[src/design/opl_bus_pkg.sv]
/* Register bus package for the output port lookup control block
   Bus word and request/response types, BAR0 map and table window layout */

package opl_bus_pkg;

  typedef logic [31:0] bus_word_t;
  typedef logic [31:0] bus_addr_t;
  typedef logic [3:0]  bus_be_t;

  // Address fields
  typedef logic [4:0]  bar0_idx_t;
  typedef logic [3:0]  tbl_ofs_t;
  typedef logic [25:0] tbl_win_t;
  typedef logic [3:0]  tbl_row_t;

  typedef struct packed {
    bus_addr_t addr;
    logic      rnw;
    bus_word_t data;
    bus_be_t   be;
  } bus_req_t;

  typedef struct packed {
    bus_word_t data;
    logic      rd_ack;
    logic      wr_ack;
    logic      error;
  } bus_rsp_t;

  // Responder slots in the select vector
  localparam int NUM_RESPONDERS = 4;
  localparam int RESP_REGS      = 0;
  localparam int RESP_LPM       = 1;
  localparam int RESP_ARP       = 2;
  localparam int RESP_FILTER    = 3;

  // BAR0 word indexes
  localparam int BAR0_NUM_REGS     = 19;
  localparam int REG_CTRL_IDX      = 0;
  localparam int REG_MAC_BASE_IDX  = 1;
  localparam int REG_NUM_MAC_WORDS = 8;
  localparam int REG_CNTR_BASE_IDX = 9;
  localparam bus_word_t MAC_HI_MASK = 32'h0000_ffff;

  // BAR1 table windows
  localparam int TBL_CMD_WRITE_OFS = 8;
  localparam int TBL_CMD_READ_OFS  = 9;
  localparam int TBL_WIN_LPM       = 0;
  localparam int TBL_WIN_ARP       = 1;
  localparam int TBL_WIN_FILTER    = 2;
  localparam int LPM_NUM_COLS      = 4;
  localparam int ARP_NUM_COLS      = 3;
  localparam int FILTER_NUM_COLS   = 1;

  // Byte-enable merge of a write into a stored word
  function automatic bus_word_t be_merge(bus_word_t old_word, bus_word_t new_word,
                                         bus_be_t be);
    bus_word_t result;
    for (int b = 0; b < 4; b++) begin
      result[8*b +: 8] = be[b] ? new_word[8*b +: 8] : old_word[8*b +: 8];
    end
    return result;
  endfunction

endpackage

[src/design/opl_table_regs.sv]
/* Table window with staging words and row write/read commands over BAR1,
   and a registered lookup read port for the datapath */

`timescale 1ns/1ps

module opl_table_regs
  import opl_bus_pkg::*;
#(
  parameter int TBL_NUM_COLS = 4,
  parameter int TBL_NUM_ROWS = 16
) (
  input  logic                          Bus2IP_Clk,
  input  logic                          S_AXI_ARESETN,
  input  logic                          sel,
  input  bus_req_t                      req,
  input  tbl_row_t                      lookup_addr,
  output bus_rsp_t                      rsp,
  output bus_word_t [TBL_NUM_COLS-1:0]  lookup_row
);

  tbl_ofs_t  ofs;
  tbl_row_t  cmd_row;
  logic      wr_en;
  logic      rd_en;
  logic      row_ok;
  bus_word_t rd_data;

  bus_word_t [TBL_NUM_COLS-1:0] staging;
  bus_word_t [TBL_NUM_COLS-1:0] rows [TBL_NUM_ROWS];

  assign ofs     = req.addr[5:2];
  assign cmd_row = req.data[3:0];
  assign wr_en   = sel && !req.rnw;
  assign rd_en   = sel && req.rnw;
  assign row_ok  = cmd_row < TBL_NUM_ROWS;

  // Commands act at the strobe edge ahead of the ack
  always_ff @(posedge Bus2IP_Clk) begin
    if (!S_AXI_ARESETN) begin
      staging <= '0;
      for (int r = 0; r < TBL_NUM_ROWS; r++) begin
        rows[r] <= '0;
      end
    end else if (wr_en) begin
      for (int c = 0; c < TBL_NUM_COLS; c++) begin
        if (ofs == c) begin
          staging[c] <= be_merge(staging[c], req.data, req.be);
        end
      end
      if (ofs == TBL_CMD_WRITE_OFS && row_ok) begin
        rows[cmd_row] <= staging;
      end
      if (ofs == TBL_CMD_READ_OFS && row_ok) begin
        staging <= rows[cmd_row];
      end
    end
  end

  // Reserved offsets and the command offsets read as zero
  always_comb begin
    rd_data = '0;
    for (int c = 0; c < TBL_NUM_COLS; c++) begin
      if (ofs == c) begin
        rd_data = staging[c];
      end
    end
  end

  always_ff @(posedge Bus2IP_Clk) begin
    if (!S_AXI_ARESETN) begin
      rsp <= '0;
    end else begin
      rsp.data   <= rd_data;
      rsp.rd_ack <= rd_en;
      rsp.wr_ack <= wr_en;
      rsp.error  <= 1'b0;
    end
  end

  // Datapath lookup with one cycle of latency
  always_ff @(posedge Bus2IP_Clk) begin
    if (lookup_addr < TBL_NUM_ROWS) begin
      lookup_row <= rows[lookup_addr];
    end else begin
      lookup_row <= '0;
    end
  end

endmodule

[config.mk]
export PLATFORM = sky130hd
export DESIGN_NAME = opl_table_regs
export DESIGN_NICKNAME = d
export VERILOG_FILES = /design/src/design/opl_bus_pkg.sv /design/src/design/opl_table_regs.sv
export SDC_FILE = /design/constraint.sdc
export NUM_CORES = 2
export LEC_CHECK = 0
export ABC_AREA = 0
export BUFFER_PORTS_ARGS = -buffer_cell sky130_fd_sc_hd__buf_2
export CAP_MARGIN = 25
export CELL_PAD_IN_SITES_DETAIL_PLACEMENT = 0
export CELL_PAD_IN_SITES_GLOBAL_PLACEMENT = 2
export CORE_MARGIN = 3
export CORE_UTILIZATION = 43
export DETAILED_ROUTE_END_ITERATION = 7
export PLACE_DENSITY_LB_ADDON = 0.1
export SLEW_MARGIN = 0
export SYNTH_ARGS = -nofsm -noshare
export SYNTH_HDL_FRONTEND = slang
export SYNTH_SLANG_ARGS = --single-unit
[constraint.sdc]
create_clock -name Bus2IP_Clk -period 15.8 [get_ports Bus2IP_Clk]
set_clock_uncertainty 0.2 [all_clocks]
set_input_delay 2.37 -clock Bus2IP_Clk [delete_from_list [all_inputs] [get_ports Bus2IP_Clk]]
set_output_delay 2.37 -clock Bus2IP_Clk [all_outputs]
set_load 0.02 [all_outputs]
==> flow_metrics.env <==
export IMPL_drive_gt1_share_pct=25.61
export IMPL_place_gp_congestion=0.8095
export IMPL_crit_required_ns=16.37
export IMPL_post_synth_num_cell_types=62
export IMPL_cap_violations=0
export IMPL_tightest_slew_ns=1.471
export IMPL_holdBufCountCts=0
export IMPL_p_leak_uw=0.04560
export IMPL_start_util_pct=43.28
export IMPL_synth_top_area_share_pct=52.98
export IMPL_critPathKind="input port to register"
export IMPL_synthMostInstantiatedCell="edfxtp_1"
export IMPL_max_slew_margin_rel_pct=1.940
export IMPL_rr_worst_depth=3
export IMPL_die_w_um=525.6
export IMPL_synthArstFlopShare_pct=0
export IMPL_placementRows=190
export IMPL_track_usage_pct=32.64
export IMPL_dr_first_iter_drc_count=9916
export IMPL_wl_um=456800
export IMPL_cts_setup_buffers=0
export IMPL_design_core_area_um2=268200
export IMPL_critPathMaxFanout=39
export IMPL_crit_path_end_kind="register"
export IMPL_rsz0062_at_grt="false"
export IMPL_violations="DRC"
export IMPL_fmax_mhz=134.4
export IMPL_fin_nets=7440
export IMPL_grt_pass1_wl_um=622800
export IMPL_cts_sinks=2338
export IMPL_synth_nets=7521
export IMPL_final_util_pct=48.51
export IMPL_cp_common_cell="buf_4"
export IMPL_hold_violations=0
export IMPL_whs_path_depth=2
export IMPL_drc=5
export IMPL_finalPower_uw=14820
export IMPL_p_per_area_nw_per_um2=113.9
export IMPL_worst_ir_drop_vdd_uv=104.3
export IMPL_dr_pass1_iters=8
export IMPL_crit_arrival_ns=8.01
export IMPL_wl_per_cell_um=40.85
export IMPL_start_kind="input port"
export IMPL_clk_latency_ns=0.88
export IMPL_numCtsBuffers=277
export IMPL_finalMaxSlewViolations=0
export IMPL_ant_nets=0
export IMPL_syn_inst=7445
export IMPL_cts_root_buf="clkbuf_16"
export IMPL_synth_area_top_cells="edfxtp_1 (53%), mux4_2 (20%), and2_1 (11%)"
export IMPL_yosys_top_cells_count="edfxtp_1 (2048), and2_1 (2012), mux4_2 (1044)"
export IMPL_synth_top_cell_by_area="edfxtp_1"
export IMPL_die_area_um2=276200
export IMPL_vias_per_cell=6.541
export IMPL_grt_overflow=0
export IMPL_ctsResizeCount=0
export IMPL_hpwl_um=242700
export IMPL_setup_viol=0
export IMPL_clkTransAtPathRegs_ns=0.06
export IMPL_htreeDepth=5
export IMPL_num_vias=73147
export IMPL_io_pins=239
export IMPL_ys_seq_area_share_pct=57.99
export IMPL_fin_hold_ws_ns=0.4969
export IMPL_synth_seq_cells=2338
export IMPL_yosys_warnings=0
export IMPL_antenna_found_initial=69
export IMPL_path_cells="buf_8 > buf_4 > buf_4 > buf_4 > buf_4 > buf_4 > mux4_2 > a22oi_1 > a21oi_1 > o311a_1"
export IMPL_synth_area_um2=116100
export IMPL_avgSynthCellArea_um2=15.59
export IMPL_die_h_um=525.6
export IMPL_hold_path_class="register to register"
export IMPL_cts_tree="done"
export IMPL_area_delta_synth_final_pct=12.06
export IMPL_clockBufferDepth=4
export IMPL_status="finished, violations left"
export IMPL_grt_max_degree=132
export IMPL_cp_slowest_cell="buf_4"
export IMPL_tns_ns=0
export IMPL_first_global_vias=74221
export IMPL_io_buffers=209
export IMPL_synth_main_ff_cell="edfxtp_1"
export IMPL_fin_crit_sh_pct=47.11
export IMPL_cpPeakStageDelay_ns=0.85
export IMPL_synth_edf_count=2048
export IMPL_period_minus_slack_ns=7.443
## layout by cell type, fill, tap and decap left out, types with 16 or more instances in the layout
master	instances
a211oi_1	32
a21boi_0	31
a21oi_1	115
a222oi_1	30
a22o_1	24
a22oi_1	263
a31oi_1	16
a41oi_1	32
and2_1	2010
buf_12	24
buf_16	16
buf_2	202
buf_4	166
clkbuf_1	68
clkbuf_16	287
clkbuf_8	46
clkinv_1	37
clkinv_2	45
dfxtp_1	290
diode_2	36
edfxtp_1	2048
mux2i_1	184
mux4_2	1044
nand2_1	39
nand3_1	34
nor2_4	18
nor2b_1	34
nor3_1	48
nor4_1	16
o21ai_0	98
o21bai_1	76
o311a_1	80
## sequential cells by signal, summed over array words and instances, names as in the netlist
name / cells
lookup_row: 128
rows: 2048
rsp: 34
staging: 128
## layer usage
metal | GRT usage, % | vias up | wire, um | share of wire [%]
met3 | 5.426 | 932 | 39000 | 8.5
met4 | 14.82 | 20 | 23770 | 5.2
met5 | 0 | - | 136 | 0.030
met2 | 52.58 | 4026 | 215900 | 47
li1 | - | 28905 | - | -
met1 | 43.61 | 39264 | 178100 | 39
## cells by family (layout without fill, tap and decap cells)
| group | after synthesis | in the layout | synth area share (%) |
|---|---|---|---|
| DFF | 2338 | 2338 | 57.99 |
| and+or+nand+nor | 2251 | 2251 | 12.10 |
| muxes | 1230 | 1230 | 21.86 |
| AOI/OAI and AO/OA | 831 | 831 | 5.206 |
| buffers and inverters | 794 | 943 | 2.838 |
| other | 1 | 37 | 0.003231 |
## power by group
| part | switching (uW) | leakage [uW] | internal [uW] |
|---|---|---|---|
| logic | 811 | 0.0176 | 497 |
| registers | 151 | 0.0235 | 6930 |
| clock network | 2680 | 0.00445 | 3750 |
| total | 3640 | 0.0456 | 11200 |
## worst max-delay path: cells and delay by family
family,cells,cell delay (ns)
compound gates,3,0.82
mux,1,0.59
buf+inv,6,4.01
## layout make-up
cell class	count	area, um2
sequential	2338	67300
timing repair buffer	420	3349
inverter	14	52.55
tap	3552	4444
antenna	36	90.09
multi-input combinational	4313	45820
fill	22679	138100
clock inverter	109	952.2
clock buffer	400	8056
## per-stage QoR
stage               std cells  worst slack (ns)  instance area (um2)
finish                  11182             8.357               130100
global route            11154             7.807               130000
CTS                     11138             8.255               129800
detailed placement      10629             7.302               120800
global placement        10614             7.335               120400
floorplan                7445             2.316               116100
## final timing paths
kind / startpoint / end / slack, ns
min: staging[65] / rsp[4] / 0.50
max reg2reg: staging[56] / rsp[27] / 12.84
max: req[4] / staging[73] / 8.36
min reg2reg: staging[65] / rsp[4] / 0.50
(Power assumes the default switching activity.)
