### src/design/opl_bus_pkg.sv
/* Register bus package for the output port lookup control block
   Bus word and request/response types, BAR0 map and table window layout */

package opl_bus_pkg;

  typedef logic [31:0] bus_word_t;
  typedef logic [31:0] bus_addr_t;
  typedef logic [3:0]  bus_be_t;

  // Address fields
  typedef logic [4:0]  bar0_idx_t;
  typedef logic [3:0]  tbl_ofs_t;
  typedef logic [25:0] tbl_win_t;
  typedef logic [3:0]  tbl_row_t;

  typedef struct packed {
    bus_addr_t addr;
    logic      rnw;
    bus_word_t data;
    bus_be_t   be;
  } bus_req_t;

  typedef struct packed {
    bus_word_t data;
    logic      rd_ack;
    logic      wr_ack;
    logic      error;
  } bus_rsp_t;

  // Responder slots in the select vector
  localparam int NUM_RESPONDERS = 4;
  localparam int RESP_REGS      = 0;
  localparam int RESP_LPM       = 1;
  localparam int RESP_ARP       = 2;
  localparam int RESP_FILTER    = 3;

  // BAR0 word indexes
  localparam int BAR0_NUM_REGS     = 19;
  localparam int REG_CTRL_IDX      = 0;
  localparam int REG_MAC_BASE_IDX  = 1;
  localparam int REG_NUM_MAC_WORDS = 8;
  localparam int REG_CNTR_BASE_IDX = 9;
  localparam bus_word_t MAC_HI_MASK = 32'h0000_ffff;

  // BAR1 table windows
  localparam int TBL_CMD_WRITE_OFS = 8;
  localparam int TBL_CMD_READ_OFS  = 9;
  localparam int TBL_WIN_LPM       = 0;
  localparam int TBL_WIN_ARP       = 1;
  localparam int TBL_WIN_FILTER    = 2;
  localparam int LPM_NUM_COLS      = 4;
  localparam int ARP_NUM_COLS      = 3;
  localparam int FILTER_NUM_COLS   = 1;

  // Byte-enable merge of a write into a stored word
  function automatic bus_word_t be_merge(bus_word_t old_word, bus_word_t new_word,
                                         bus_be_t be);
    bus_word_t result;
    for (int b = 0; b < 4; b++) begin
      result[8*b +: 8] = be[b] ? new_word[8*b +: 8] : old_word[8*b +: 8];
    end
    return result;
  endfunction

endpackage

### src/design/opl_router_pkg.sv
/* Router side package with network field types, the statistics event
   pulses and counter array, and the port MAC address set */

package opl_router_pkg;

  import opl_bus_pkg::*;

  typedef logic [47:0] mac_addr_t;
  typedef logic [31:0] ipv4_addr_t;

  // Upper MAC word carries only 16 bits
  localparam int MAC_HI_BITS = 16;

  typedef struct packed {
    mac_addr_t mac_0;
    mac_addr_t mac_1;
    mac_addr_t mac_2;
    mac_addr_t mac_3;
  } mac_set_t;

  localparam int NUM_STAT_CNTRS = 10;

  // Field order follows the counter order and puts from_cpu in the top bit
  typedef struct packed {
    logic from_cpu;
    logic options_ver;
    logic bad_ttl;
    logic dest_ip_hit;
    logic forwarded;
    logic dropped_checksum;
    logic non_ip;
    logic arp_miss;
    logic lpm_miss;
    logic dropped_wrong_dst_mac;
  } stat_events_t;

  // Element 0 is the from_cpu counter
  typedef bus_word_t [0:NUM_STAT_CNTRS-1] stat_counts_t;

  // Bit of the flattened event vector that drives counter i
  function automatic int stat_event_bit(int i);
    return NUM_STAT_CNTRS - 1 - i;
  endfunction

endpackage

### src/design/opl_stat_counters.sv
/* Packet statistics with ten wrapping 32-bit counters, one per datapath
   event pulse, held at zero while the clear level is set */

`timescale 1ns/1ps

module opl_stat_counters
  import opl_router_pkg::*;
(
  input  logic         Bus2IP_Clk,
  input  logic         S_AXI_ARESETN,
  input  stat_events_t events,
  input  logic         clear,
  output stat_counts_t counts
);

  logic [NUM_STAT_CNTRS-1:0] ev_vec;

  // Flattened pulses with from_cpu in the top bit
  assign ev_vec = events;

  always_ff @(posedge Bus2IP_Clk) begin
    if (!S_AXI_ARESETN || clear) begin
      counts <= '0;
    end else begin
      for (int i = 0; i < NUM_STAT_CNTRS; i++) begin
        // Wraps at 2^32
        if (ev_vec[stat_event_bit(i)]) begin
          counts[i] <= counts[i] + 1'b1;
        end
      end
    end
  end

endmodule

### config.mk
export PLATFORM = sky130hd
export DESIGN_NAME = opl_stat_counters
export DESIGN_NICKNAME = d
export VERILOG_FILES = /design/src/design/opl_bus_pkg.sv /design/src/design/opl_router_pkg.sv /design/src/design/opl_stat_counters.sv
export SDC_FILE = /design/constraint.sdc
export NUM_CORES = 1
export LEC_CHECK = 0
export BUFFER_PORTS_ARGS = -buffer_cell sky130_fd_sc_hd__buf_2
export CAP_MARGIN = 40
export CORE_MARGIN = 2
export CORE_UTILIZATION = 35
export CTS_BUF_LIST = sky130_fd_sc_hd__clkbuf_4 sky130_fd_sc_hd__clkbuf_8
export DETAILED_ROUTE_END_ITERATION = 8
export GPL_TIMING_DRIVEN = 0
export PLACE_DENSITY = 0.55
export SYNTH_ARGS = -nofsm -noshare
export SYNTH_HDL_FRONTEND = slang
export SYNTH_SLANG_ARGS = --single-unit
### constraint.sdc
create_clock -name Bus2IP_Clk -period 5 [get_ports Bus2IP_Clk]
set_input_delay 0.75 -clock Bus2IP_Clk [delete_from_list [all_inputs] [get_ports Bus2IP_Clk]]
set_output_delay 0.75 -clock Bus2IP_Clk [all_outputs]
set_load 0.01 [all_outputs]
==> impl_metrics.json, run 1 <==
{
  "skew_ns": 0.01918,
  "total_leakage_power_nw": 6.670,
  "post-route-period-util": 0.5028,
  "initial_utilization": 0.3555,
  "drt-met1-wl_um": 21490,
  "synthArstFlopShare": 0,
  "grt_first_pass_wirelength_um": 75470,
  "row_count": 75,
  "drt_iter0_drc": 758,
  "reg_top3": "counts (320)",
  "worstMarginPinSlew_ns": 0.7415,
  "max_cap_viol_count": 0,
  "tritoncts": "yes",
  "slew_headroom": 0.5056,
  "drtPass1Iterations": 5,
  "path_class": "primary input to register",
  "drc_errors": 0,
  "clockRootBuffer": "clkbuf_8",
  "syn-cell-area_um2": 14980,
  "ys_top_cells_by_area": "dfxtp_1 43%, or4_1 6.0%, a21oi_1 5.5%",
  "ys_types": 41,
  "yosysSeqAreaShare": 0.4277,
  "wl_per_cell_um": 17.51,
  "drive_above_1_share": 0.2149,
  "clk_pin_slew_ns": 0.06,
  "place_area_um2": 17360,
  "ctsResizeCount": 0,
  "synth_cells": 1750,
  "gp_congestion": 0.8211,
  "crit_arrival_ns": 3.06,
  "synth_edf_count": 0,
  "syn2layout_area_growth_pct": 24.51,
  "min_path_type": "primary input to register",
  "via_per_inst": 5.480,
  "top_register": "counts",
  "core-area_um2": 42130,
  "grt_pass1_vias": 13770,
  "hold_viol": 0,
  "portBuffers": 327,
  "netlist.area_leader.share": 0.4277,
  "htreeDepth": 2,
  "die-area_um2": 44460,
  "chipWidth_um": 210.9,
  "outcome": "completed",
  "rsz0062_at_grt": "no",
  "top_layer": "met4",
  "via_count": 14970,
  "grt_max_degree": 16,
  "holdWs_ns": 0.4523,
  "met2_length_um": 21370,
  "hold_buffers": 0,
  "required_ns": 5.54,
  "antenna_found_initial": 0,
  "grt_overflow": 0,
  "synth_top_area_cell": "dfxtp_1",
  "mappedNetlistNets": 1773,
  "grt_usage": 0.2086,
  "post-cts-setup-buffers": 0,
  "power.density_nw_per_um2": 288.7,
  "cp-end-kind": "register",
  "power.total_mw": 5.384,
  "cts_buffers": 60,
  "routed_wl_um": 47810,
  "cts_max_path_buffers": 3,
  "insertion_delay_ns": 0.64,
  "largest_reg_flops": 320,
  "reg2reg_setup_slack_ns": 2.49,
  "syn_avg_cell_area_um2": 8.558,
  "ant_nets": 0,
  "clock_sinks": 320,
  "crit_path_max_fanout": 10,
  "design_area_um2": 18650,
  "fin_tns_setup_ns": 0,
  "synth.ff_latch_count": 320,
  "ir_drop_v": 0.0001967,
  "yosys_warnings": 0,
  "slew_viol_final": 0,
  "startpoint_type": "primary input",
  "die_h_um": 210.9,
  "dp_hpwl_um": 34870,
  "min_period_ns": 2.514,
  "layout.nets": 2168,
  "pin_count": 333,
  "wl_met3_um": 4022,
  "ys.flop_type": "dfxtp_1",
  "finalSetupViolCount": 0,
  "diodes": 0,
  "fmax_ghz": 0.3978
}
==> critical path: stages <==
cell and delay [ns]:
buf_2 0.08, nor2b_1 0.28, clkbuf_1 0.41, buf_6 0.21
clkbuf_1 0.42, clkbuf_1 0.44, buf_6 0.23, o311ai_0 0.14
o41ai_1 0.09
==> cell usage in the layout (no fill, tap or decap), types with 76 or more instances in the layout <==
master,n
nand4_1,91
clkbuf_8,76
or4_1,120
o31ai_1,104
a21oi_1,164
buf_2,337
nand3_1,91
dfxtp_1,320
clkbuf_1,81
nand2_1,120
nor2_1,126
==> final cells by class <==
cell class                 instances  area, um^2
fill                            4231       23490
multi-input combinational       1291        8011
sequential                       320        6406
timing repair buffer             333        1708
clock buffer                     105        1264
tap                              539       674.4
buffer                           102       420.4
inverter                          37       138.9
clock inverter                     4       25.02
==> routing by layer <==
metal | track usage | vias up
li1 | - | 7357
met3 | 0.06661 | 60
met4 | 0.06047 | 0
met5 | 0 | -
met2 | 0.3264 | 428
met1 | 0.2751 | 7122
==> final timing paths <==
path | start | endpoint | cells past startpoint
worst max-delay path | S_AXI_ARESETN | counts[151] | 9
worst min-delay path | events[7] | counts[224] | 3
worst max register to register | counts[256] | counts[286] | 7
worst min register to register | counts[287] | counts[287] | 2
==> metrics by stage <==
step / worst slack, ns / util / cells
2_1_floorplan: 2.628 / - / 1750
3_3_place_gp: 1.341 / 0.4103 / 2616
3_5_place_dp: 1.723 / 0.4120 / 2622
4_1_cts: 2.435 / 0.4426 / 2731
5_1_grt: 2.239 / 0.4426 / 2731
6_report: 2.486 / 0.4426 / 2731
==> power breakdown <==
part / total (mW) / internal [mW] / leakage, nW / switching, mW
combinational: 0.122 / 0.0330 / 3.40 / 0.0885
clock: 2.70 / 1.57 / 0.688 / 1.13
sequential: 2.57 / 2.56 / 2.58 / 0.00874
==> logic make-up (layout without fill, tap and decap cells) <==
group / Yosys count / count (layout) / synth area share
AO/OA/AOI/OAI: 349 / 349 / 0.1390
XOR/XNOR: 115 / 115 / 0.06725
adder cells (fa/ha/maj): 10 / 10 / 0.008354
buffers and inverters: 139 / 581 / 0.03734
flip-flops: 320 / 320 / 0.4277
multiplexers: 30 / 30 / 0.02005
AND/OR/NAND/NOR: 787 / 787 / 0.3003
==> cell usage after synthesis, types with 2 or more instances <==
| cell | n |
|---|---|
| clkbuf_2 | 2 |
| o311ai_0 | 5 |
| o31ai_1 | 104 |
| or4b_2 | 2 |
| nand3_1 | 91 |
| nand4_2 | 2 |
| or4_1 | 120 |
| nand2b_1 | 27 |
| xor2_1 | 60 |
| buf_1 | 6 |
| dfxtp_1 | 320 |
| mux2i_1 | 30 |
| or2_2 | 5 |
| ha_1 | 10 |
| inv_1 | 37 |
| nand4_4 | 2 |
| o21ai_0 | 59 |
| nand4_1 | 91 |
| and2_1 | 7 |
| and4_1 | 44 |
| o31a_1 | 6 |
| nand2_1 | 120 |
| buf_6 | 3 |
| nor4_1 | 42 |
| o21a_1 | 6 |
| xnor2_1 | 55 |
| and3_1 | 23 |
| or3_1 | 60 |
| nor2_1 | 126 |
| a21oi_1 | 164 |
| nor3_1 | 18 |
| buf_2 | 10 |
| o41ai_1 | 5 |
| clkbuf_1 | 81 |
Note: power is estimated with default switching activity, not from simulation.
==> run 2: changes to the inputs <==
PLACE_DENSITY = 0.57   (was 0.55)
clock period = 2.1 ns   (was 5 ns; I/O delays follow)
==> run 2 against run 1 <==
Against the previous run: flip-flop and latch count unchanged; combinational power is 150% higher; sequential share of layout area down 0.68 points; count of clock-buffer cells in the layout decreased by 10; clock skew rose by 0.0076 ns; worst hold slack worse by 0.36 ns; die area unchanged; largest power group unchanged; highest routed layer unchanged.
==> impl_metrics.json, run 2 (synthesis gave the netlist of run 1 again) <==
{
  "cp_top_family": "simple AND/OR/NAND/NOR gates",
  "ir_drop_v": 0.0004165,
  "rsz0062_at_grt": "yes",
  "fmax_ghz": 0.4854,
  "sequentialPowerShare": 0.472,
  "portBuffers": 327,
  "crit_path_max_fanout": 10,
  "p_switching_mw": 2.944,
  "die_h_um": 210.9,
  "place_area_um2": 17350,
  "wl_per_cell_um": 17.64,
  "worstMarginPinSlew_ns": 0.7690,
  "path_class": "register to register",
  "finalSetupViolCount": 0,
  "max_cap_viol_count": 0,
  "largest_reg_flops": 320,
  "worstPathCellList": "ha_1, nand3_1, or4_1, buf_2, or4_1, a21oi_1",
  "drive_above_1_share": 0.2780,
  "slew_viol_final": 0,
  "antenna_found_initial": 0,
  "cts_max_path_buffers": 3,
  "min_path_type": "primary input to register",
  "startpoint": "counts[128]",
  "initial_utilization": 0.3555,
  "clockRootBuffer": "clkbuf_8",
  "chipWidth_um": 210.9,
  "grt_first_pass_wirelength_um": 75800,
  "row_count": 75,
  "combPwrFrac": 0.023,
  "cp_slowest_cell": "or4_1",
  "die-area_um2": 44460,
  "gp_congestion": 0.8462,
  "setup_slack_ns": 0.04003,
  "slew_headroom": 0.4873,
  "power_frac_clock": 0.505,
  "layout_commonest_cell": "buf_2",
  "core-area_um2": 42130,
  "cp-end-kind": "register",
  "layout.nets": 2183,
  "r2r-start": "counts[128]",
  "htreeDepth": 2,
  "grt_max_degree": 16,
  "intPower_mw": 9.988,
  "path_common_cell": "or4_1",
  "min_period_ns": 2.060,
  "total_leakage_power_nw": 6.924,
  "grt_usage": 0.2088,
  "tritoncts": "yes",
  "min_from": "events[0]",
  "hold_viol": 0,
  "grt_pass1_vias": 14220,
  "reg2reg_setup_slack_ns": 0.04,
  "grt_overflow": 0,
  "critPathBufInv": 1,
  "cts_buffers": 58,
  "fill_cells": 4170,
  "startpoint_type": "register",
  "dp_hpwl_um": 34850,
  "reg_top3": "counts (320)",
  "slowest_delay_ns": 0.54,
  "clk_pin_slew_ns": 0.06,
  "post-route-period-util": 0.9809,
  "layout_common_cells": "334 x buf_2, 267 x dfxtp_1, 161 x a21oi_1",
  "top_register": "counts",
  "via_count": 15160,
  "clock_sinks": 320,
  "final_util": 0.4579,
  "dp_slack_ns": -0.5716,
  "outcome": "completed",
  "drtPass1Iterations": 8,
  "power.density_nw_per_um2": 670.2,
  "crit_arrival_ns": 2.61,
  "pin_count": 333,
  "syn2layout_area_growth_pct": 28.83,
  "skew_ns": 0.02673,
  "drt_iter0_drc": 772,
  "diodes": 0,
  "design_area_um2": 19290,
  "insertion_delay_ns": 0.64,
  "routed_wl_um": 48410,
  "via_per_inst": 5.526,
  "required_ns": 2.65,
  "fin_tns_setup_ns": 0,
  "drc_errors": 0,
  "switching_share": 0.2276,
  "ant_nets": 0
}
[run 2: repair_timing]
action	CTS	global route
pin swaps	10	15
setup buffers	11	11
hold buffers	5	0
endpoints found under the hold margin	10	0
resized for setup	56	123
endpoints found under the setup margin	112	123
[run 2: path summary, 6_finish.rpt]
| kind | endpoint | depth (start not counted) |
|---|---|---|
| worst max register to register | counts[150] | 6 |
| worst max-delay path | counts[150] | 6 |
| worst min-delay path | counts[0] | 3 |
| worst min register to register | counts[223] | 2 |
[run 2: metal layers]
metal / vias to the layer above / track usage / part of all wire
met1: 7247 / 0.2639 / 0.43
li1: 7410 / - / -
met5: - / 0 / 0
met3: 85 / 0.06824 / 0.081
met4: 0 / 0.07965 / 0.030
met2: 421 / 0.3309 / 0.46
[run 2: cell type report]
class | count | area [um^2] | area share
Buffer | 93 | 431.7 | 0.02237
Clock buffer | 95 | 1195 | 0.06193
Clock inverter | 10 | 107.6 | 0.005577
Inverter | 37 | 138.9 | 0.007198
Multi-Input combinational cell | 1291 | 8338 | 0.4321
Sequential cell | 320 | 6497 | 0.3367
Tap cell | 539 | 674.4 | 0.03495
Timing Repair Buffer | 359 | 1912 | 0.09909
[run 2: per-stage QoR]
step	total power, mW	std cells	hold slack [ns]
floorplan	6.392	1750	0.4625
global placement	6.518	2616	0.4577
detailed placement	6.533	2621	0.4617
CTS	13.15	2737	0.01147
global route	13.44	2744	0.1127
finish	12.93	2744	0.08990
[run 2: worst min-delay path, stage by stage]
cell	delay, ns
buf_2	0.19
xnor2_1	0.10
nor2_1	0.07
[run 2: power by group through the flow]
stage / Combinational (mW) / Sequential, mW / Clock [mW]
floorplan: 0.151 / 6.24 / 0
global placement: 0.279 / 6.24 / 0
global route: 0.330 / 6.10 / 7.01
detailed placement: 0.294 / 6.24 / 0
finish: 0.299 / 6.10 / 6.53
CTS: 0.305 / 6.11 / 6.74
