<file path="src/design/opl_bus_pkg.sv">
/* Register bus package for the output port lookup control block
   Bus word and request/response types, BAR0 map and table window layout */

package opl_bus_pkg;

  typedef logic [31:0] bus_word_t;
  typedef logic [31:0] bus_addr_t;
  typedef logic [3:0]  bus_be_t;

  // Address fields
  typedef logic [4:0]  bar0_idx_t;
  typedef logic [3:0]  tbl_ofs_t;
  typedef logic [25:0] tbl_win_t;
  typedef logic [3:0]  tbl_row_t;

  typedef struct packed {
    bus_addr_t addr;
    logic      rnw;
    bus_word_t data;
    bus_be_t   be;
  } bus_req_t;

  typedef struct packed {
    bus_word_t data;
    logic      rd_ack;
    logic      wr_ack;
    logic      error;
  } bus_rsp_t;

  // Responder slots in the select vector
  localparam int NUM_RESPONDERS = 4;
  localparam int RESP_REGS      = 0;
  localparam int RESP_LPM       = 1;
  localparam int RESP_ARP       = 2;
  localparam int RESP_FILTER    = 3;

  // BAR0 word indexes
  localparam int BAR0_NUM_REGS     = 19;
  localparam int REG_CTRL_IDX      = 0;
  localparam int REG_MAC_BASE_IDX  = 1;
  localparam int REG_NUM_MAC_WORDS = 8;
  localparam int REG_CNTR_BASE_IDX = 9;
  localparam bus_word_t MAC_HI_MASK = 32'h0000_ffff;

  // BAR1 table windows
  localparam int TBL_CMD_WRITE_OFS = 8;
  localparam int TBL_CMD_READ_OFS  = 9;
  localparam int TBL_WIN_LPM       = 0;
  localparam int TBL_WIN_ARP       = 1;
  localparam int TBL_WIN_FILTER    = 2;
  localparam int LPM_NUM_COLS      = 4;
  localparam int ARP_NUM_COLS      = 3;
  localparam int FILTER_NUM_COLS   = 1;

  // Byte-enable merge of a write into a stored word
  function automatic bus_word_t be_merge(bus_word_t old_word, bus_word_t new_word,
                                         bus_be_t be);
    bus_word_t result;
    for (int b = 0; b < 4; b++) begin
      result[8*b +: 8] = be[b] ? new_word[8*b +: 8] : old_word[8*b +: 8];
    end
    return result;
  endfunction

endpackage

</file>
<file path="src/design/opl_bus_decode.sv">
/* Bus decode that turns BAR chip selects and address into a responder select,
   merges the responder answers and answers unmapped accesses with an error */

`timescale 1ns/1ps

module opl_bus_decode
  import opl_bus_pkg::*;
(
  input  logic                               Bus2IP_Clk,
  input  logic                               S_AXI_ARESETN,
  input  logic [1:0]                         cs,
  input  bus_req_t                           req,
  input  bus_rsp_t [NUM_RESPONDERS-1:0]      rsp,
  output logic [NUM_RESPONDERS-1:0]          sel,
  output bus_rsp_t                           rsp_out
);

  bar0_idx_t idx;
  tbl_win_t  win;
  logic      unmapped;
  logic      err_rd_q;
  logic      err_wr_q;
  bus_rsp_t  merged;

  assign idx = req.addr[6:2];
  assign win = req.addr[31:6];

  // CS[1] selects BAR0 and CS[0] selects BAR1
  always_comb begin
    sel              = '0;
    sel[RESP_REGS]   = cs[1] && (idx < BAR0_NUM_REGS);
    sel[RESP_LPM]    = cs[0] && (win == TBL_WIN_LPM);
    sel[RESP_ARP]    = cs[0] && (win == TBL_WIN_ARP);
    sel[RESP_FILTER] = cs[0] && (win == TBL_WIN_FILTER);
  end

  assign unmapped = (cs[1] && (idx >= BAR0_NUM_REGS)) ||
                    (cs[0] && (win > TBL_WIN_FILTER));

  // First error stage lines up with the registered responder answers
  always_ff @(posedge Bus2IP_Clk) begin
    if (!S_AXI_ARESETN) begin
      err_rd_q <= 1'b0;
      err_wr_q <= 1'b0;
    end else begin
      err_rd_q <= unmapped && req.rnw;
      err_wr_q <= unmapped && !req.rnw;
    end
  end

  // Only one responder acks per access
  always_comb begin
    merged = '0;
    for (int i = 0; i < NUM_RESPONDERS; i++) begin
      merged.rd_ack |= rsp[i].rd_ack;
      merged.wr_ack |= rsp[i].wr_ack;
      merged.error  |= rsp[i].error;
      if (rsp[i].rd_ack) begin
        merged.data |= rsp[i].data;
      end
    end
    merged.rd_ack |= err_rd_q;
    merged.wr_ack |= err_wr_q;
    merged.error  |= err_rd_q | err_wr_q;
  end

  always_ff @(posedge Bus2IP_Clk) begin
    if (!S_AXI_ARESETN) begin
      rsp_out <= '0;
    end else begin
      rsp_out <= merged;
    end
  end

endmodule

</file>
<file path="config.mk">
export PLATFORM = sky130hd
export DESIGN_NAME = opl_bus_decode
export DESIGN_NICKNAME = d
export VERILOG_FILES = /design/src/design/opl_bus_pkg.sv /design/src/design/opl_bus_decode.sv
export SDC_FILE = /design/constraint.sdc
export NUM_CORES = 1
export LEC_CHECK = 0
export BUFFER_PORTS_ARGS = -buffer_cell sky130_fd_sc_hd__buf_4
export CORE_AREA = 2 2 97 99
export DETAILED_ROUTE_END_ITERATION = 10
export DIE_AREA = 0 0 99 101
export PLACE_DENSITY_LB_ADDON = 0.25
export RECOVER_POWER = 100
export SYNTH_ARGS = -nofsm -noshare
export SYNTH_HDL_FRONTEND = slang
export SYNTH_SLANG_ARGS = --single-unit
</file>
<file path="constraint.sdc">
create_clock -name Bus2IP_Clk -period 2.7 [get_ports Bus2IP_Clk]
set_input_delay 0.27 -clock Bus2IP_Clk [delete_from_list [all_inputs] [get_ports Bus2IP_Clk]]
set_output_delay 0.27 -clock Bus2IP_Clk [all_outputs]
set_load 0.05 [all_outputs]
</file>
==> results of run 1 <==
## cells by family after synthesis
family / after synthesis
buf+inv: 21
simple gates: 22
compound gates: 103
flops: 37
## routing by layer
metal	wire [um]	GRT usage	vias to the layer above
li1	-	-	1129
met2	3790	0.243	125
met1	2680	0.140	1031
met5	0	0	-
met3	684	0.0340	10
met4	110	0.0432	0
## where the power goes
| group | leakage, nW | total [mW] | internal (mW) | switching (mW) |
|---|---|---|---|---|
| sequential | 0.310 | 0.599 | 0.589 | 0.0104 |
| clock | 0.0395 | 0.374 | 0.184 | 0.190 |
| combinational | 1.17 | 0.503 | 0.227 | 0.276 |
## cell type report
class | count | area share
repair buffers | 213 | 0.437
multi-input cells | 125 | 0.274
inverters | 1 | 0.00113
clock buffers | 8 | 0.0241
well taps | 111 | 0.0418
flip-flops and latches | 37 | 0.223
## state kept, by name, indices dropped and copies added, names as in the netlist
signal	cells
rsp_out	35
err_rd_q	1
err_wr_q	1
## worst max-delay path, cell delays in order
cell and delay, ns:
clkbuf_4 0.11, nor4_1 0.29, nand4_1 0.18, nor4_1 0.31, nor2b_1 0.17, clkbuf_1 0.49
## stage by stage
| step | cell area, sq um | utilization |
|---|---|---|
| after global placement | 3400 | 0.379 |
| after global routing | 3330 | 0.370 |
| final | 3330 | 0.370 |
| after CTS | 3480 | 0.387 |
| after detailed placement | 3400 | 0.379 |
| after floorplan | 1740 | - |
## worst max path at each step
| stage | start | end | slack, ns | cells after the start |
|---|---|---|---|---|
| 6_report | req[56] | sel[1] | 0.61 | 6 |
| 5_1_grt | req[56] | sel[1] | 0.45 | 6 |
| 4_1_cts | req[56] | sel[1] | 0.92 | 6 |
| 3_5_place_dp | req[56] | sel[1] | 0.92 | 6 |
| 3_3_place_gp | req[68] | sel[1] | 0.92 | 6 |
| 2_1_floorplan | req[55] | sel[2] | 0.17 | 3 |
## layout by cell type (no fill, tap or decap)
master,count
buf_4,173
a22oi_1,64
clkbuf_1,42
dfxtp_1,37
a21boi_0,32
nor4_1,8
clkbuf_8,5
or4_1,3
nand2_1,2
and2_1,2
nand3_1,2
o22ai_1,2
nand3b_1,2
o21a_1,2
a211o_1,1
inv_1,1
nand4_1,1
nor2b_1,1
nand2b_1,1
a211oi_1,1
o31a_1,1
clkbuf_4,1
==> impl_metrics.toml, run 1 <==
[placed_design]
place.port_buffers = 213
place_congestion = 0.702
dp_worst_setup_slack_ns = 0.921
hpwl_um = 5400
dp_cells = 487

[worst_setup_path]
arrival_ns = 1.82
start_kind = "input pin"
required_ns = 2.43
worstPathMaxFanout = 3
worstSetupPathType = "input pin to output pin"
ff2ff_setup_slack_ns = 1.53
reg2regPathDepth = 2
timing.rr.end = "rsp_out[0]"
r2r_start = "err_rd_q"
cp-end-kind = "output pin"

[logic_synthesis]
netlist_top_cells_count = "a22oi_1 (64), dfxtp_1 (37), a21boi_0 (32)"
synth_top_family_by_area = "compound AO/OA/AOI/OAI gates"
synth_xor_xnor_area_share = 0
synth_area_leaders = "dfxtp_1 (43%), a22oi_1 (28%), a21boi_0 (14%), clkbuf_1 (4.3%), nor4_1 (2.5%)"
synth_flop_cell = "dfxtp_1"
netlist_instances = 183
synth_fp_nets = 396
synth_area_sq_mm = 0.00174
synth-edff-count = 0
postSynthAreaPerCell_sq_um = 9.48
yosysMostFrequentCell = "a22oi_1"
synth_top_area_frac = 0.427
synthAdderAreaFrac = 0
synth.largest_area_cell = "dfxtp_1"
ys_seq_area_frac = 0.427
synth_compound_area_frac = 0.446
synthSimpleGateAreaFrac = 0.0822
synth.distinct_cells = 20
yosysWarningCount = 0
synth.area.mux_share = 0
ys_ff_latch = 37
postSynth.asyncResetShare = 0

[floorplan]
start_util = 0.193
coreArea_sq_mm = 0.00898
fp.dieW_um = 99
io_pins = 252
dieArea_sq_mm = 0.0100
rows = 35
die_y_um = 101

[cells_and_area]
drive_above_1_share = 0.466
fin_cells = 495
num_antenna_cells = 0
syn_to_final_growth_pct = 91.6
nFillCells = 958
seq_area_sq_um = 741
multi_input_area_sq_um = 910
nets = 596

[route]
dr.pass1.iters = 4
wl_per_cell_um = 14.7
via_per_inst = 4.64
routed_wl_um = 7270
dr_total_vias = 2295
ant_nets = 0
drc = 0
drt_iter0_drc = 60

[sta]
drv_slew = 34
hold_slack_ns = 0.188
tightest_slew_ns = 1.65
slew_headroom = -0.0993
fin_crit_sh = 0.774
fin_tns_setup_ns = 0
hold_violations = 0
fin_worst_skew_ns = 0.00498
rsz0062_at_grt = "no"
setup_violations = 0
fin_ws_ns = 0.611
max_freq_mhz = 479
fin_crit_ns = 2.09

[power_and_ir_drop]
total_power_mw = 1.48
pwr_density_cell_mw_per_mm2 = 444
irDropWorstVdd_mv = 0.170
p_leak_nw = 1.52

[job]
cap_violations = 1

[global_routing]
grt_first_pass_wirelength_um = 10500
grt_max_degree = 40
overflow = 0
grt_pass1_vias = 2205
grt_usage = 0.129
antenna_found_initial = 0

[clock_tree]
clk_latency_ns = 0.28
cts_tree = "built"
cts_inserted_buffers = 5
clockBufferDepth = 2
clk_pin_slew_ns = 0.08
cts_setup_buffers = 0
ctsResizeCount = 0
htreeDepth = 2
cts_sinks = 37
cts-root-buf = "clkbuf_8"
postCtsHoldBufs = 0

[hold_path]
min_from = "rsp[36]"
hold_path.class = "input pin to register"
min_to = "rsp_out[1]"
hold_path_depth = 2

[run_status]
status = "finished with violations"
failed_checks = "capacitance limit, slew limit"
No activity file was read; power rests on OpenSTA's default activity.
==> run 2, diff against run 1 <==
ABC_AREA = 1   (was unset)
CORE_AREA = 2 2 98 100   (was 2 2 97 99)
DIE_AREA = 0 0 100 102   (was 0 0 99 101)
clock period = 1.8 ns   (was 2.7 ns; I/O delays follow)
==> impl_metrics.toml, run 2 <==
[worst_setup_path]
cp-end-kind = "output pin"
ff2ff_setup_slack_ns = 0.82
start_kind = "input pin"
worstPathMaxFanout = 3
reg2regPathDepth = 3
arrival_ns = 1.20
required_ns = 1.62
timing.rr.end = "rsp_out[1]"
worstSetupPathType = "input pin to output pin"
r2r_start = "err_wr_q"

[logic_synthesis]
postSynthAreaPerCell_sq_um = 6.85
netlist_top_cells_count = "nand2_1 (137), dfxtp_1 (37), a41oi_1 (32)"
ys_seq_area_frac = 0.399
synth_flop_cell = "dfxtp_1"
synth.largest_area_cell = "dfxtp_1"
ys_ff_latch = 37
synth.area.mux_share = 0
yosysWarningCount = 0
synthSimpleGateAreaFrac = 0.351
synthAdderAreaFrac = 0
synth_top_family_by_area = "simple AND/OR/NAND/NOR gates"
synth_area_leaders = "dfxtp_1 (40%), nand2_1 (28%), a41oi_1 (15%), nor2_1 (4.7%), buf_2 (4.3%)"
postSynth.asyncResetShare = 0
yosysMostFrequentCell = "nand2_1"
netlist_instances = 271
synth.distinct_cells = 18
synth-edff-count = 0
synth_fp_nets = 484
synth_top_area_frac = 0.399
synth_compound_area_frac = 0.177
synth_area_sq_mm = 0.00186
synth_xor_xnor_area_share = 0

[clock_tree]
htreeDepth = 2
cts_tree = "built"
postCtsHoldBufs = 0
cts_inserted_buffers = 5
clk_pin_slew_ns = 0.07
ctsResizeCount = 0
cts_setup_buffers = 0
cts_sinks = 37
clk_latency_ns = 0.28
clockBufferDepth = 2
cts-root-buf = "clkbuf_8"

[placed_design]
hpwl_um = 5810
place.port_buffers = 213
placed_area_sq_mm = 0.00349
place_congestion = 0.691

[sta]
max_freq_mhz = 726
rsz0062_at_grt = "no"
slew_headroom = 0.218
setup_violations = 0
hold_violations = 0
tightest_slew_ns = 1.17
fin_tns_setup_ns = 0
fin_crit_sh = 0.765
drv_slew = 0
fin_crit_ns = 1.38
fin_worst_skew_ns = 0.000334

[route]
wl_per_cell_um = 13.2
dr_total_vias = 2602
routed_wl_um = 7680
drc = 0
via_per_inst = 4.46
drt_iter0_drc = 54
ant_nets = 0
dr.pass1.iters = 4

[global_routing]
grt_max_degree = 34
grt_pass1_vias = 2482
grt_first_pass_wirelength_um = 11600
grt_usage = 0.143
antenna_found_initial = 0
overflow = 0

[run_status]
status = "complete, no violations"

[cells_and_area]
final_area_sq_mm = 0.00342
multi_input_area_sq_um = 971
drive_above_1_share = 0.389
syn_to_final_growth_pct = 84.1
final_common_cell = "buf_4"
seq_area_sq_um = 741
top_register = "rsp_out"
layout_common_cells = "buf_4 (172), nand2_1 (137), clkbuf_1 (38)"
nets = 685
nFillCells = 974
biggestRegsByFlops = "rsp_out (35), err_rd_q (1), err_wr_q (1)"
largest_register_ff_count = 35
num_antenna_cells = 0

[hold_path]
hold_path_depth = 3
min_from = "rsp[35]"
min_to = "rsp_out[0]"
hold_path.class = "input pin to register"

[power_and_ir_drop]
seqPwrFrac = 0.405
pwr-share-clk = 0.251
combinationalPowerShare = 0.344
internal_power_mw = 1.48
pwr_density_cell_mw_per_mm2 = 650
p_leak_nw = 1.68
irDropWorstVdd_mv = 0.234
p_sw_uw = 741
p_sw_frac = 0.334

[floorplan]
fp.dieW_um = 100
start_util = 0.204
rows = 35
io_pins = 252
die_y_um = 102
dieArea_sq_mm = 0.0102
coreArea_sq_mm = 0.00911

[job]
cap_violations = 0
-- run 2: cell types whose count changed after synthesis, sizes merged, moves of 3 or more --
cell,change
inv,+7
clkbuf,-20
nand3,+3
nand2,+135
a21boi,-32
a22oi,-64
or2,+3
a41oi,+32
buf,+19
nor2,+23
a21oi,+3
nor4,-8
or4,-3
-- run 2: per-layer routing --
layer,up-vias,track usage,share of wire
li1,1303,-,-
met1,1155,0.160,0.39
met2,139,0.266,0.51
met3,5,0.0390,0.089
met4,0,0.0411,0.010
met5,-,0,0
-- run 2: critical path: stages --
cell,delay [ns]
buf_4,0.11
nor2_1,0.09
nand3_1,0.09
nor2_1,0.18
nand4_1,0.14
nor2_1,0.12
clkbuf_2,0.28
-- run 2: power groups by stage --
stage,Sequential (mW),Clock (mW),Combinational [mW]
after floorplan,1.14,0,0.180
after global placement,0.918,0,0.823
after detailed placement,0.920,0,0.829
after CTS,0.901,0.611,0.831
after global routing,0.905,0.630,0.822
final,0.899,0.558,0.764
-- run 2: area by class of cell --
cell class	count	area share
Timing Repair Buffer	213	0.425
Clock buffer	6	0.0212
Multi-Input combinational cell	207	0.284
Tap cell	111	0.0407
Inverter	8	0.00879
Clock inverter	2	0.00293
Sequential cell	37	0.217
-- run 2: through the flow --
stage	utilization	power [mW]	hold slack, ns	setup WS (ns)	std cells
CTS	0.392	2.34	0.0820	0.474	584
floorplan	-	1.32	0.280	0.366	271
global route	0.375	2.36	0.0997	0.238	584
finish	0.375	2.22	0.0991	0.423	584
global placement	0.383	1.74	0.387	0.487	576
detailed placement	0.383	1.75	0.388	0.477	576
-- run 2: cell families after synthesis --
| kind of cell | after synthesis |
|---|---|
| buffers and inverters | 27 |
| AND/OR/NAND/NOR | 169 |
| AO/OA/AOI/OAI | 38 |
| flip-flops | 37 |
-- run 2: how the worst max path moves through the flow --
stage            start     end  slack [ns]  cells past startpoint
6_report       req[64]  sel[2]        0.42                      7
5_1_grt        req[56]  sel[1]        0.24                      7
4_1_cts        req[66]  sel[1]        0.47                      7
3_5_place_dp   req[66]  sel[1]        0.48                      7
3_3_place_gp   req[66]  sel[1]        0.49                      7
2_1_floorplan  req[45]  sel[1]        0.37                      5
==> run 3, diff against run 2 <==
ABC_AREA = 0   (was 1)
CORE_AREA = 2 2 97 99   (was 2 2 98 100)
DIE_AREA = 0 0 99 101   (was 0 0 100 102)
clock period = 1.4 ns   (was 1.8 ns; I/O delays follow)
==> impl_metrics.toml, run 3 (synthesis results as in run 1) <==
[run_status]
status = "finished with violations"
failed_checks = "setup timing"

[hold_path]
hold_path.class = "input pin to register"

[worst_setup_path]
start_kind = "input pin"
worstSetupPathType = "input pin to output pin"
r2r_start = "err_rd_q"
cp-end-kind = "output pin"
timing.rr.end = "rsp_out[0]"
critPathMaxStageDelay_ns = 0.29
worst-path-buf-inv = 2
cp.depth = 6
path_cells = "buf_6 > nor4_4 > nand4_1 > nor4_2 > nor2b_4 > buf_6"
cp_slowest_cell = "nor4_2"
required_ns = 1.26
path_delay_family = "simple AND/OR/NAND/NOR gates"
crit_end = "sel[1]"
arrival_ns = 1.33
startpoint = "req[46]"
cpMostUsedCell = "buf_6"
worstPathMaxFanout = 3
reg2regPathDepth = 2
ff2ff_setup_slack_ns = 0.23

[route]
via_per_inst = 4.70
drt_iter0_drc = 49
ant_nets = 0
dr_total_vias = 2350
routed_wl_um = 7710
wl_per_cell_um = 15.4
drc = 0
dr.pass1.iters = 4

[floorplan]
start_util = 0.193
fp.dieW_um = 99
dieArea_sq_mm = 0.0100
coreArea_sq_mm = 0.00898
die_y_um = 101
io_pins = 252
rows = 35

[global_routing]
grt_max_degree = 40
grt_usage = 0.146
antenna_found_initial = 0
overflow = 0
grt_pass1_vias = 2356
grt_first_pass_wirelength_um = 11500

[sta]
setup_violations = 2
fin_worst_skew_ns = 0.000277
fin_crit_ns = 1.47
tightest_slew_ns = 0.749
drv_slew = 0
fin_tns_setup_ns = -0.134
rsz0062_at_grt = "yes"
hold_violations = 0
fin_crit_sh = 1.05
max_freq_mhz = 680
fin_ws_ns = -0.0708
slew_headroom = 0.501

[placed_design]
place.port_buffers = 213
dp_worst_setup_slack_ns = -0.242
place_congestion = 0.723
hpwl_um = 5770

[job]
cap_violations = 0

[cells_and_area]
final_common_cell = "buf_4"
nets = 601
biggestRegsByFlops = "rsp_out (35), err_rd_q (1), err_wr_q (1)"
num_antenna_cells = 0
largest_register_ff_count = 35
top_register = "rsp_out"
drive_above_1_share = 0.522
layout_common_cells = "buf_4 (171), a22oi_1 (64), dfxtp_1 (37)"
syn_to_final_growth_pct = 102
nFillCells = 944

[clock_tree]
clk_pin_slew_ns = 0.07
cts_inserted_buffers = 5
cts_sinks = 37
htreeDepth = 2
cts_tree = "built"
postCtsHoldBufs = 0
clockBufferDepth = 2
clk_latency_ns = 0.28
cts-root-buf = "clkbuf_8"

[power_and_ir_drop]
pwr_density_cell_mw_per_mm2 = 831
irDropWorstVdd_mv = 0.298
p_leak_nw = 1.60
-- run 3: report_power, final --
part	switching, mW	internal, mW
Combinational	0.551	0.457
Clock	0.397	0.344
Sequential	0.0212	1.14
-- run 3: worst min path at each step --
stage / startpoint / endpoint / slack, ns / cells past startpoint
after floorplan: rsp[36] / rsp_out[1] / 0.26 / 1
after global placement: rsp[36] / rsp_out[1] / 0.35 / 2
after detailed placement: rsp[105] / rsp_out[0] / 0.37 / 2
after CTS: rsp[105] / rsp_out[0] / 0.07 / 2
after global routing: rsp[70] / rsp_out[0] / 0.06 / 2
final: rsp[70] / rsp_out[0] / 0.08 / 2
-- run 3: timing repair --
action	in CTS	in global routing
gates resized for setup	16	0
pin swaps	6	1
buffers inserted	2	0
endpoints found under the setup margin	3	3
-- run 3: layout make-up --
cell class	count	area [sq um]	area share
repair buffers	218	1540	0.440
multi-input cells	125	990	0.283
flip-flops and latches	37	741	0.212
well taps	111	139	0.0397
clock buffers	5	68.8	0.0197
clock inverters	3	17.5	0.00501
inverters	1	3.75	0.00107
-- run 3: layer usage --
layer  global-route usage  wire [um]
met5                    0          0
met4               0.0474        133
met3               0.0368        645
met2                0.278       4120
met1                0.156       2820
-- run 3: metrics by stage --
stage          utilization  cells  hold slack [ns]  cell area (sq um)  power [mW]
2_1_floorplan            -    183            0.264               1760        1.68
3_3_place_gp         0.384    490            0.351               3440        2.24
3_5_place_dp         0.384    490            0.366               3440        2.25
4_1_cts              0.404    500           0.0656               3630        3.04
5_1_grt              0.390    500           0.0632               3500        3.08
6_report             0.390    500           0.0778               3500        2.91
